`config.mk`:
```
export PLATFORM = sky130hd
export DESIGN_NAME = execUnit
export DESIGN_NICKNAME = d
export VERILOG_FILES = /design/src/hw/isaPkg.sv /design/src/hw/execPkg.sv /design/src/hw/aluControl.sv /design/src/hw/shifter.sv /design/src/hw/alu.sv /design/src/hw/creditQueue.sv /design/src/hw/execUnit.sv
export VERILOG_INCLUDE_DIRS = /design/src /design/src/hw
export SDC_FILE = /design/constraint.sdc
export NUM_CORES = 1
export LEC_CHECK = 0
export ABC_AREA = 1
export BUFFER_PORTS_ARGS = -buffer_cell sky130_fd_sc_hd__buf_2
export CAP_MARGIN = 25
export CORE_ASPECT_RATIO = 0.8
export CORE_MARGIN = 1
export CORE_UTILIZATION = 55
export DETAILED_ROUTE_END_ITERATION = 12
export GPL_TIMING_DRIVEN = 0
export PLACE_DENSITY = 0.73
export SYNTH_ARGS = -nofsm -noshare
export SYNTH_HDL_FRONTEND = slang
export SYNTH_SLANG_ARGS = --single-unit
```
`constraint.sdc`:
```
create_clock -name clk -period 5.4 [get_ports clk]
set_clock_uncertainty 0.1 [all_clocks]
set_input_delay 0.27 -clock clk [delete_from_list [all_inputs] [get_ports clk]]
set_output_delay 0.27 -clock clk [all_outputs]
set_load 0.03 [all_outputs]
```
`src/hw/exec_macros.svh`:
```
`ifndef EXEC_MACROS_SVH
`define EXEC_MACROS_SVH

// one machine word
`define EXEC_DATA_W 16

// input queue entries, also the initial decode credit
`define EXEC_QUEUE_DEPTH 4

// results writeback can absorb
`define EXEC_OUT_CREDITS 2

`define EXEC_TAG_W 3

`endif

```
`src/hw/isaPkg.sv`:
```
package isaPkg;

    typedef logic [4:0] aluOpT;
    typedef logic [1:0] functT;

    // immediate forms
    localparam aluOpT opAddi   = 5'b01000;
    localparam aluOpT opSubi   = 5'b01001;
    localparam aluOpT opXori   = 5'b01010;
    localparam aluOpT opAndni  = 5'b01011;
    localparam aluOpT opBltz   = 5'b01110;
    localparam aluOpT opBgez   = 5'b01111;
    localparam aluOpT opSt     = 5'b10000;
    localparam aluOpT opLd     = 5'b10001;
    localparam aluOpT opSlbi   = 5'b10010;
    localparam aluOpT opStu    = 5'b10011;
    localparam aluOpT opRoli   = 5'b10100;
    localparam aluOpT opSlli   = 5'b10101;
    localparam aluOpT opRori   = 5'b10110;
    localparam aluOpT opSrli   = 5'b10111;
    localparam aluOpT opLbi    = 5'b11000;
    localparam aluOpT opBtr    = 5'b11001;
    localparam aluOpT opShiftR = 5'b11010; // rol, sll, ror, srl by funct
    localparam aluOpT opArithR = 5'b11011; // add, sub, xor, andn by funct
    localparam aluOpT opSeq    = 5'b11100;
    localparam aluOpT opSlt    = 5'b11101;
    localparam aluOpT opSle    = 5'b11110;
    localparam aluOpT opSco    = 5'b11111;

    // funct values of the register arithmetic group
    localparam functT fnAdd  = 2'b00;
    localparam functT fnSub  = 2'b01;
    localparam functT fnXor  = 2'b10;
    localparam functT fnAndn = 2'b11;

    typedef enum logic [2:0] {
        selRol  = 3'b000,
        selSll  = 3'b001,
        selRor  = 3'b010,
        selSrl  = 3'b011,
        selAdd  = 3'b100,
        selOr   = 3'b101,
        selXor  = 3'b110,
        selAndn = 3'b111
    } aluSelT;

    typedef struct packed {
        logic   invA;
        logic   invB;
        logic   sign;   // signed overflow instead of carry
        logic   cIn;
        aluSelT aluSel;
    } aluCtrlT;

endpackage

```
`src/hw/execPkg.sv`:
```
`include "exec_macros.svh"

package execPkg;

    import isaPkg::*;

    // one decoded request from decode
    typedef struct packed {
        aluOpT                   aluOp;
        functT                   funct;
        logic [`EXEC_DATA_W-1:0] operandA;
        logic [`EXEC_DATA_W-1:0] operandB;
        logic [`EXEC_TAG_W-1:0]  tag;
    } execReqT;

    // one result toward writeback
    typedef struct packed {
        logic [`EXEC_DATA_W-1:0] result;
        logic                    ofl;
        logic                    zero;
        logic [`EXEC_TAG_W-1:0]  tag;   // copied from the request
    } execResT;

endpackage

```
`src/hw/aluControl.sv`:
```
`timescale 1ns/10ps

module aluControl import isaPkg::*; (
    input  aluOpT   aluOp,
    input  functT   funct,
    output aluCtrlT ctrl
);

    always_comb begin
        ctrl = '0; // halt, nop and anything unlisted decode to plain rol

        case (aluOp)
            opAddi: begin
                ctrl.sign   = 1'b1;
                ctrl.aluSel = selAdd;
            end
            opSubi: begin
                ctrl.invA   = 1'b1; // B - A
                ctrl.cIn    = 1'b1;
                ctrl.aluSel = selAdd;
            end
            opXori: begin
                ctrl.aluSel = selXor;
            end
            opAndni: begin
                ctrl.invB   = 1'b1;
                ctrl.aluSel = selAndn;
            end
            opRoli: begin
                ctrl.aluSel = selRol;
            end
            opSlli: begin
                ctrl.aluSel = selSll;
            end
            opRori: begin
                ctrl.aluSel = selRor;
            end
            opSrli: begin
                ctrl.aluSel = selSrl;
            end
            opSt, opLd, opStu, opBtr, opLbi, opSco: begin
                ctrl.aluSel = selAdd; // address or pass-through add
            end
            opSlbi: begin
                ctrl.aluSel = selOr; // no pre-shift here
            end
            opArithR: begin
                case (funct)
                    fnAdd: begin
                        ctrl.aluSel = selAdd;
                    end
                    fnSub: begin
                        ctrl.invA   = 1'b1;
                        ctrl.cIn    = 1'b1;
                        ctrl.aluSel = selAdd;
                    end
                    fnXor: begin
                        ctrl.aluSel = selXor;
                    end
                    default: begin // fnAndn
                        ctrl.invB   = 1'b1;
                        ctrl.aluSel = selAndn;
                    end
                endcase
            end
            opShiftR: begin
                ctrl.aluSel = aluSelT'({1'b0, funct}); // funct order is rol, sll, ror, srl
            end
            opSeq: begin
                ctrl.invA   = 1'b1;
                ctrl.cIn    = 1'b1;
                ctrl.aluSel = selAdd;
            end
            opSlt, opSle: begin
                ctrl.sign   = 1'b1; // A - B, signed
                ctrl.invB   = 1'b1;
                ctrl.cIn    = 1'b1;
                ctrl.aluSel = selAdd;
            end
            opBltz, opBgez: begin
                ctrl.sign   = 1'b1;
                ctrl.invB   = 1'b1;
                ctrl.cIn    = 1'b1;
                ctrl.aluSel = selAdd;
            end
            default: begin
                ctrl = '0;
            end
        endcase
    end

endmodule

```
`src/hw/shifter.sv`:
```
`timescale 1ns/10ps
`include "exec_macros.svh"

module shifter (
    input  logic [`EXEC_DATA_W-1:0] data,
    input  logic [3:0]              amount,
    input  logic [1:0]              mode,   // rol, sll, ror, srl
    output logic [`EXEC_DATA_W-1:0] result
);

    localparam int dataW = `EXEC_DATA_W;

    logic [4:0][dataW-1:0] stage; // stage 0 is the input

    assign stage[0] = data;

    for (genvar i = 0; i < 4; i++) begin : gLevel
        localparam int shAmt = 1 << i;

        logic [dataW-1:0] moved;

        always_comb begin
            case (mode)
                2'b00: moved = {stage[i][dataW-1-shAmt:0], stage[i][dataW-1:dataW-shAmt]};
                2'b01: moved = {stage[i][dataW-1-shAmt:0], {shAmt{1'b0}}};
                2'b10: moved = {stage[i][shAmt-1:0], stage[i][dataW-1:shAmt]};
                default: moved = {{shAmt{1'b0}}, stage[i][dataW-1:shAmt]};
            endcase
        end

        assign stage[i+1] = amount[i] ? moved : stage[i]; // bit i moves by 2**i
    end

    assign result = stage[4];

endmodule

```
`src/hw/alu.sv`:
```
`timescale 1ns/10ps
`include "exec_macros.svh"

module alu import isaPkg::*; (
    input  logic [`EXEC_DATA_W-1:0] a,
    input  logic [`EXEC_DATA_W-1:0] b,
    input  aluCtrlT                 ctrl,
    output logic [`EXEC_DATA_W-1:0] result,
    output logic                    ofl,
    output logic                    zero
);

    localparam int dataW = `EXEC_DATA_W;

    logic [dataW-1:0] opA;
    logic [dataW-1:0] opB;
    logic [dataW-1:0] sum;
    logic [dataW-1:0] shiftOut;
    logic             carryOut;
    logic             signedOfl;

    assign opA = ctrl.invA ? ~a : a;
    assign opB = ctrl.invB ? ~b : b;

    // one adder for add, sub and compares
    assign {carryOut, sum} = {1'b0, opA} + {1'b0, opB} + {{dataW{1'b0}}, ctrl.cIn};

    // operands agree in sign but the sum does not
    assign signedOfl = (opA[dataW-1] == opB[dataW-1]) && (sum[dataW-1] != opA[dataW-1]);

    shifter shift0 (
        .data   (a),
        .amount (b[3:0]),
        .mode   (ctrl.aluSel[1:0]),
        .result (shiftOut)
    );

    always_comb begin
        case (ctrl.aluSel)
            selAdd:  result = sum;
            selOr:   result = opA | opB;
            selXor:  result = opA ^ opB;
            selAndn: result = opA & opB; // invB is set by the decoder
            default: result = shiftOut;
        endcase
    end

    assign ofl  = (ctrl.aluSel == selAdd) ? (ctrl.sign ? signedOfl : carryOut) : 1'b0;
    assign zero = (result == '0);

endmodule

```
`src/hw/creditQueue.sv`:
```
`timescale 1ns/10ps
`include "exec_macros.svh"

module creditQueue #(
    parameter type payloadT = logic
) (
    input  logic    clk,
    input  logic    rstN,
    input  logic    push,
    input  payloadT pushData,
    input  logic    pop,
    output payloadT popData,
    output logic    notEmpty,
    output logic    credit    // one pulse per freed slot
);

    localparam int depth = `EXEC_QUEUE_DEPTH;
    localparam int ptrW  = $clog2(depth);
    localparam int cntW  = $clog2(depth + 1);

    payloadT         mem [depth];
    logic [ptrW-1:0] rdPtr;
    logic [ptrW-1:0] wrPtr;
    logic [cntW-1:0] count;
    logic            doPop;

    function automatic logic [ptrW-1:0] nextPtr(input logic [ptrW-1:0] ptr);
        return (ptr == ptrW'(depth - 1)) ? '0 : ptr + 1'b1;
    endfunction

    assign notEmpty = (count != '0);
    assign doPop    = pop && notEmpty;
    assign popData  = mem[rdPtr]; // head visible right after the push edge

    always_ff @(posedge clk) begin
        if (push) begin
            mem[wrPtr] <= pushData;
        end
    end

    always_ff @(posedge clk) begin
        if (!rstN) begin
            rdPtr  <= '0;
            wrPtr  <= '0;
            count  <= '0;
            credit <= 1'b0;
        end else begin
            if (push) begin
                wrPtr <= nextPtr(wrPtr);
            end
            if (doPop) begin
                rdPtr <= nextPtr(rdPtr);
            end
            count  <= count + cntW'(push) - cntW'(doPop);
            credit <= doPop;
        end
    end

endmodule

```
`src/hw/execUnit.sv`:
```
`timescale 1ns/10ps
`include "exec_macros.svh"

module execUnit import isaPkg::*, execPkg::*; (
    input  logic    clk,
    input  logic    rstN,
    input  logic    reqValid,
    input  execReqT req,
    output logic    reqCredit,
    output logic    resValid,
    output execResT res,
    input  logic    resCredit
);

    localparam int credW = $clog2(`EXEC_OUT_CREDITS + 1);

    execReqT                 head;
    logic                    headValid;
    logic                    doPop;
    aluCtrlT                 ctrl;
    logic [`EXEC_DATA_W-1:0] aluResult;
    logic                    aluOfl;
    logic                    aluZero;
    logic [credW-1:0]        outCredits; // free slots in writeback

    creditQueue #(
        .payloadT (execReqT)
    ) reqQueue (
        .clk      (clk),
        .rstN     (rstN),
        .push     (reqValid),
        .pushData (req),
        .pop      (doPop),
        .popData  (head),
        .notEmpty (headValid),
        .credit   (reqCredit)
    );

    assign doPop = headValid && (outCredits != '0);

    aluControl dec0 (
        .aluOp (head.aluOp),
        .funct (head.funct),
        .ctrl  (ctrl)
    );

    alu alu0 (
        .a      (head.operandA),
        .b      (head.operandB),
        .ctrl   (ctrl),
        .result (aluResult),
        .ofl    (aluOfl),
        .zero   (aluZero)
    );

    always_ff @(posedge clk) begin
        if (!rstN) begin
            resValid   <= 1'b0;
            outCredits <= credW'(`EXEC_OUT_CREDITS);
        end else begin
            resValid   <= doPop;
            // a credit is spent on the edge that raises resValid
            outCredits <= outCredits + credW'(resCredit) - credW'(doPop);
        end
    end

    always_ff @(posedge clk) begin
        if (doPop) begin
            res <= '{result: aluResult, ofl: aluOfl, zero: aluZero, tag: head.tag};
        end
    end

endmodule

```
* Word level (Yosys, flattened, before mapping) *
Memory sizes are Yosys's and may differ from the RTL's. A register that Yosys moved wholly into a read port is not among the register bits.
Cells that the tools add are included.

word-level totals
  bits in registers = 32
  bits in writable memories = 168
  input bits = 46
  output and inout bits = 23
  memories = 1

memory list
  name          words  width  read ports  clocked after memory_dff  write ports  line               RTL
  reqQueue.mem  4      42     1           1                         1            creditQueue.sv:21  payloadT mem [depth];

operators by class
  add/sub/neg operators = 8
  equal/unequal tests = 33
  mux-type cells = 26
  bitwise operators = 5
  reduce and logical (&&, ||, !) cells = 16

operator list
  cell                                                              number
  16-bit case mux with 3 select lines                               3
  16-bit two-way mux                                                6
  5-bit == test (second input constant)                             15
  16-bit case mux with 4 select lines                               1
  16-bit NOT                                                        2
  16-bit case mux with 2 select lines                               1
  5-bit by 4-bit == test with 1-bit output (second input constant)  6
  3-bit case mux with 9 select lines                                1
  16-bit by 16-bit adder with 17-bit output                         1
  17-bit by 1-bit adder with 17-bit output                          1
  16-bit bitwise AND                                                1
  16-bit logical NOT                                                1
  16-bit OR                                                         1
  16-bit bitwise XOR                                                1
  13-bit OR reduction                                               1
  3-bit == test (second input constant)                             4
  5-bit OR reduction                                                2
  2-bit == test (second input constant)                             4
  2-bit two-way mux                                                 4
  1-bit two-way mux                                                 6
  1-bit case mux with 2 select lines                                3
  2-bit OR reduction                                                3
  6-bit OR reduction                                                1
  2-bit by 1-bit adder with 2-bit output (second input constant)    2
  13 further kinds                                                  17

* Depth between registers and ports, before layout *
Gate-level depths: netlist of run 1.

  depth in word-level cells = 15
  mapped depth = 34
  mapped depth without buffers = 31

* By module *
Synthesis of run 1 repeated with hierarchy kept, for this count alone.

unflattened totals
  cell total of the unflattened synthesis = 1296
  area, all modules = 11706.2 um^2

modules (own cells, without submodules)
  module       times used  cells each  area each (um^2)  sequential area each (um^2)
  creditQueue  1           470         6711.4            5245.0
  alu          1           424         2326.0            0.0
  shifter      1           303         1632.8            0.0
  execUnit     1           43          788.3             690.7
  aluControl   1           56          247.7             0.0

* Worst setup path before layout of run 1 *
OpenSTA, ideal clock, no wires.

  kind = flip-flop to flip-flop
  start point = reg (tool-made name)
  end point = reg res[3] in the netlist's numbering (data pin)
  library setup time = 0.138 ns
  arrival = 4.130 ns
  required time = 5.162 ns
  slack = 1.032 ns
  stages on the path, launching flop included = 33
  path through = dfxtp_1 > buf_6 > inv_4 > buf_6 > nand2_1 > nand3_1 > nand2_2 > nor2_2 > nand3_1 > inv_1 > nand3_1 > nand2_1 > buf_2 > xor2_1 > fa_1 > inv_1 > fa_1 > inv_1 > nand3_1 > nand2_1 > a21o_1 > a21oi_1 > o21ai_0 > xor2_1 > nand2_1 > o21ai_0 > a221oi_1 > nand2_1 > nand2_1 > nand2_1 > nor2_1 > nand2_1 > nor2_1

RTL lines
  item                  line            RTL
  to (signal assigned)  execUnit.sv:69  res <= '{result: aluResult, ofl: aluOfl, zero: aluZero, tag: head.tag};
  to (decl)             execUnit.sv:11  output execResT res,

==> flow_metrics.py, run 1 <==
metrics = {
    "route": {
        "wirelength_um": 30400,
        "viasPerCell": 5.76,
        "drt-initial-drc-count": 973,
        "antenna_left": 0,
        "drc": 0,
        "wl_per_cell_um": 18.2,
        "first_pass_iters": 7,
        "dr_total_vias": 9618,
    },
    "clock_network": {
        "cts_sinks": 201,
        "cts.path.max_buffers": 3,
        "htree_levels": 1,
        "clkLatencyLatePin_ns": 0.52,
        "clock_tree.root_cell": "clkbuf_16",
        "path_clk_slew_ns": 0.06,
        "cts_tree": "built",
        "numCtsBuffers": 21,
    },
    "synthesis": {
        "ys_ff_latch": 201,
        "ys_types": 46,
        "yosysWarnings": 0,
        "synth_edf_count": 189,
        "synth.avg_cell_area_um2": 9.18,
        "synth_top_area_share_pct": 49.4,
        "ys_seq_area_share_pct": 51.5,
        "synth_cells": 1252,
        "syn-cell-area_mm2": 0.0115,
        "syn_nets": 1342,
        "synth_area_leader_cell": "edfxtp_1",
        "yosys-top-cells-area": "edfxtp_1 (49%), nand2_1 (10%), nand3_1 (9.0%)",
        "synth-async-reset-ratio_pct": 0,
        "ys.flop_type": "edfxtp_1",
    },
    "final_layout": {
        "antenna_cells": 0,
        "final_core_util_pct": 66.7,
        "layout_common_cells": "nand2_1 (310), nand3_1 (206), edfxtp_1 (189)",
        "syn2layout_area_growth_pct": 17.0,
        "drive_above_1_share_pct": 14.5,
        "ff_latch_area_mm2": 0.00592,
        "nets": 1482,
        "final_common_cell": "nand2_1",
        "n_fill_cell": 1656,
        "multi_input_area_mm2": 0.00488,
    },
    "grt": {
        "grt_pass1_wl_um": 47900,
        "grt_max_degree": 38,
        "antenna_found_initial": 0,
        "grt_pass1_vias": 8947,
        "gr-total-overflow": 0,
        "track_usage_pct": 29.0,
    },
    "floorplanning": {
        "fp.dieArea_mm2": 0.0215,
        "die_y_um": 131,
        "rows": 46,
        "coreArea_mm2": 0.0201,
        "ios": 69,
        "start_util_pct": 57.0,
        "die_w_um": 164,
    },
    "critical_path": {
        "critPathKind": "flip-flop to flip-flop",
        "crit_slowest_cell": "fa_1",
        "arrival_ns": 5.30,
        "start_kind": "flip-flop",
        "ff2ff_setup_slack_ns": 0.38,
        "setup.worst_path.end_class": "flip-flop",
        "required_ns": 5.68,
        "path_max_fanout": 10,
        "max_stage_delay_ns": 0.48,
        "worst_path_most_repeated_cell": "nand2_1",
    },
    "place": {
        "hpwlAfterDp_um": 21600,
        "io_buffers": 68,
        "gp_congestion": 0.981,
    },
    "hold_path": {
        "worstHoldPathType": "input pin to flip-flop",
    },
    "sta": {
        "worst_pin_slew_ns": 0.822,
        "drv_slew": 0,
        "final.period_utilization_pct": 92.9,
        "whs_ns": 0.394,
        "finalHoldViolCount": 0,
        "fmax_ghz": 0.199,
        "relSlewSlack_pct": 45.2,
        "period_needed_ns": 5.02,
        "setup_viol": 0,
    },
    "flow_run": {
        "cap_violations": 0,
    },
    "run_status": {
        "outcome": "completed",
    },
}
state kept, by name, summed over array words and instances (netlist names), named ones only:
signal	flops
outCredits	2
reqQueue.count	3
reqQueue.mem	168
reqQueue.rdPtr	2
reqQueue.wrPtr	2
res	21
resValid	1
metrics by stage:
| step | cell area, um2 | instances | TNS, ns | setup WS (ns) |
|---|---|---|---|---|
| final | 13400 | 1670 | 0 | 0.382 |
| after global routing | 13400 | 1670 | -0.0147 | -0.0147 |
| after CTS | 13400 | 1671 | 0 | 0.0820 |
| after detailed placement | 12300 | 1589 | 0 | 0.106 |
| after global placement | 12200 | 1584 | 0 | 0.0958 |
| after floorplan | 11500 | 1252 | 0 | 1.03 |
synth_stat cells (all sizes together), types with 4 or more instances:
library cell	number
nand2	317
ha	41
a21oi	56
a221oi	6
buf	37
inv	120
nand4	4
or2	26
nand3	211
o22ai	10
a32o	12
xor2	38
o211ai	9
nor3	9
nor2	65
a32oi	18
a211oi	6
clkbuf	18
dfxtp	12
o21ai	31
edfxtp	189
cells by family after synthesis:
family                   after synthesis  share of synthesized area (%)
XOR/XNOR                              41                           3.13
AND/OR/NAND/NOR                      632                           24.4
adder cells (fa/ha/maj)               44                           4.99
buffers and inverters                175                           6.61
flip-flops                           201                           51.5
AO/OA/AOI/OAI                        159                           9.43
area by class of cell:
class                           count  area share (%)
Inverter                          120            3.39
Tap cell                          264            2.46
Sequential cell                   201            44.0
Timing Repair Buffer              118            6.68
Buffer                             54            2.30
Clock inverter                     10           0.484
Clock buffer                       27            4.39
Multi-Input combinational cell    876            36.3
repair_timing:
| item | CTS | global route |
|---|---|---|
| setup buffers | 0 | 0 |
| resized for setup | 0 | 17 |
| endpoints found under the setup margin | 0 | 5 |
| hold buffers | 45 | 0 |
| endpoints found under the hold margin | 172 | 0 |
metal layers:
| layer | routed length, um | track usage (%) | share of wire (%) |
|---|---|---|---|
| met2 | 13000 | 43.0 | 43 |
| met5 | 0 | 0 | 0 |
| met4 | 864 | 8.23 | 2.8 |
| met3 | 2590 | 5.24 | 8.5 |
| met1 | 13900 | 43.3 | 46 |
worst paths after layout:
check,from,endpoint,cells after the start
hold / removal,req[12],reqQueue.mem[2][12],2
setup / recovery,flip-flop,res[3],32
hold reg to reg,reqQueue.rdPtr[1],flip-flop,2
setup reg to reg,flip-flop,res[3],32
critical path: cells and delay by family (launching register included):
kind	cells	cell delay [ns]
compound gates	5	0.79
xor+xnor	2	0.32
fa+ha+maj	2	0.72
buf+inv	7	0.89
flops	1	0.31
simple gates	16	1.74
Power of run 1 is left out: the tool's default activity adds up to more than one toggle a clock period on the data nets, which glitch-free logic cannot reach.
==> run 2: changes to the inputs <==
Settings changed: ABC_AREA 1 to not set.
==> run 2 against run 1 <==
  * The flow now finishes with violations (negative hold slack)
  * Die area grew 1.3%
  * Hold slack lost 0.40 ns
  * Synthesized area grew 1.4%
  * Global-route usage grew 4.9 points
  * Clock-buffer cell count grew 2
  * Non-clock buffer count grew 33
  * Fmax shrank 5.3%
  * Via count shrank 2.2%
  * Final cell count shrank 15%
  * Flip-flop and latch count is the same
  * First-iteration DRC count grew 40%
  * Setup slack lost 0.28 ns
==> flow_metrics.py, run 2 <==
metrics = {
    "place": {
        "hpwlAfterDp_um": 25100,
        "io_buffers": 68,
        "gp_congestion": 1.06,
    },
    "floorplanning": {
        "coreArea_mm2": 0.0207,
        "start_util_pct": 56.3,
        "die_w_um": 165,
        "die_y_um": 132,
        "fp.dieArea_mm2": 0.0218,
        "rows": 47,
        "ios": 69,
    },
    "hold_path": {
        "hp-start": "resCredit",
        "holdPathEnd": "outCredits[0]",
        "worstHoldPathType": "input pin to flip-flop",
        "hold_depth": 3,
    },
    "final_layout": {
        "final_common_cell": "edfxtp_1",
        "syn2layout_area_growth_pct": 20.6,
        "nets": 1220,
        "antenna_cells": 0,
        "final_core_util_pct": 67.8,
        "largest-register": "reqQueue.mem",
        "top_regs": "reqQueue.mem x168, res x21, reqQueue.count x3",
        "largest_reg_flops": 168,
        "layout_common_cells": "edfxtp_1 (189), buf_2 (77), nand2_1 (69)",
        "drive_above_1_share_pct": 24.1,
    },
    "sta": {
        "setup_viol": 0,
        "period_needed_ns": 5.30,
        "finalHoldViolCount": 1,
        "relSlewSlack_pct": 28.2,
        "whs_ns": -0.00380,
        "fmax_ghz": 0.189,
        "worst_pin_slew_ns": 1.06,
        "final.period_utilization_pct": 98.2,
        "drv_slew": 0,
    },
    "synthesis": {
        "synth_top_area_share_pct": 48.7,
        "synth.avg_cell_area_um2": 12.1,
        "synth_edf_count": 189,
        "ys.flop_type": "edfxtp_1",
        "syn_nets": 1053,
        "synth-async-reset-ratio_pct": 0,
        "yosysMostFrequentCell": "edfxtp_1",
        "synth_cells": 963,
        "ys_ff_latch": 201,
        "syn-cell-area_mm2": 0.0116,
        "yosysWarnings": 0,
        "ys_types": 80,
        "synth_area_leader_cell": "edfxtp_1",
        "ys_seq_area_share_pct": 50.8,
        "synth_common_cells": "edfxtp_1 (189), nand2_1 (71), nor2_1 (55)",
        "yosys-top-cells-area": "edfxtp_1 (49%), mux4_2 (7.5%), ha_1 (4.4%)",
    },
    "critical_path": {
        "rr_worst_depth": 22,
        "timing.rr.end": "res[3]",
        "setup.worst_path.end_class": "flip-flop",
        "critPathKind": "flip-flop to flip-flop",
        "arrival_ns": 5.57,
        "required_ns": 5.67,
        "start_kind": "flip-flop",
        "ff2ff_setup_slack_ns": 0.1,
        "path_max_fanout": 7,
    },
    "clock_network": {
        "clkLatencyLatePin_ns": 0.51,
        "clock_tree.root_cell": "clkbuf_16",
        "cts_sinks": 201,
        "cts.path.max_buffers": 3,
        "path_clk_slew_ns": 0.06,
        "cts_tree": "built",
        "numCtsBuffers": 20,
        "htree_levels": 1,
    },
    "route": {
        "first_pass_iters": 8,
        "drc": 0,
        "drt-initial-drc-count": 1364,
        "wl_per_cell_um": 26.2,
        "antenna_left": 0,
        "dr_total_vias": 9402,
        "wirelength_um": 37000,
        "viasPerCell": 6.66,
    },
    "flow_run": {
        "cap_violations": 0,
    },
    "grt": {
        "grt_pass1_wl_um": 54400,
        "grt_pass1_vias": 9138,
        "track_usage_pct": 33.9,
        "grt_max_degree": 33,
        "gr-total-overflow": 0,
        "antenna_found_initial": 0,
    },
    "run_status": {
        "outcome": "complete, but fails checks",
        "violations": "negative hold slack",
    },
}
run 2: cell type report:
type / count / area (um2)
Buffer: 54 / 409
Inverter: 45 / 169
Clock buffer: 29 / 544
Sequential cell: 201 / 5920
Fill cell: 1526 / 6660
Tap cell: 269 / 337
Timing Repair Buffer: 151 / 1160
Clock inverter: 6 / 58.8
Multi-Input combinational cell: 657 / 5450
run 2: logic make-up after synthesis:
logic type	count (synthesis)	share of synthesized area (%)
compound gates	270	16.4
xor+xnor	45	3.38
fa+ha+maj	44	4.92
buf+inv	105	4.22
flops	201	50.8
mux	71	10.4
simple gates	227	9.83
run 2: metrics by stage:
stage | setup TNS [ns] | hold slack, ns | instances | worst slack, ns | area [um2]
detailed placement | -5.15 | 0.376 | 1305 | -1.20 | 12400
finish | 0 | -0.00380 | 1412 | 0.0985 | 14000
CTS | 0 | 0.00115 | 1392 | 0.00516 | 13700
floorplan | 0 | 0.232 | 963 | 0.0485 | 11700
global placement | -6.01 | 0.365 | 1300 | -1.29 | 12400
global route | -0.0658 | 0.0164 | 1412 | -0.0658 | 14000
run 2: metal layers:
layer | share of wire [%] | GRT usage [%] | wire [um] | vias to the layer above
li1 | - | - | - | 4084
met2 | 44 | 49.2 | 16300 | 627
met4 | 3.1 | 10.4 | 1150 | 0
met3 | 11 | 8.02 | 4180 | 89
met5 | 0 | 0 | 0 | -
met1 | 41 | 50.4 | 15300 | 4602
run 2: worst max path at each step:
stage	start	end	slack, ns	cells after the start
5_1_grt	flip-flop	res[3]	-0.07	22
3_5_place_dp	flip-flop	res[3]	-1.20	23
4_1_cts	flip-flop	res[3]	0.005	21
6_report	flip-flop	res[3]	0.1	22
3_3_place_gp	flip-flop	res[3]	-1.29	23
2_1_floorplan	flip-flop	res[3]	0.05	23
run 2: timing repair:
item / CTS / global route
hold buffers: 43 / 0
pin swaps: 6 / 14
setup endpoints to repair: 9 / 2
cloned: 0 / 2
gates resized for setup: 43 / 30
buffers inserted: 13 / 20
endpoints found under the hold margin: 171 / 0
run 2: worst max-delay path: stages (launching register included):
cell	delay [ns]
dfxtp_4	0.38
buf_12	0.12
mux4_2	0.63
clkbuf_16	0.22
o21ai_1	0.16
and2_4	0.18
o21ai_4	0.09
buf_12	0.15
xnor2_4	0.16
fa_2	0.41
inv_2	0.08
fa_2	0.22
nor2b_2	0.06
o31a_1	0.32
o21ai_4	0.24
o21ai_2	0.12
a31o_4	0.24
a21o_1	0.17
a21oi_2	0.19
a21oi_2	0.06
or4_1	0.44
nor4_2	0.24
and3_1	0.20
Power of run 2 is left out for the same reason.
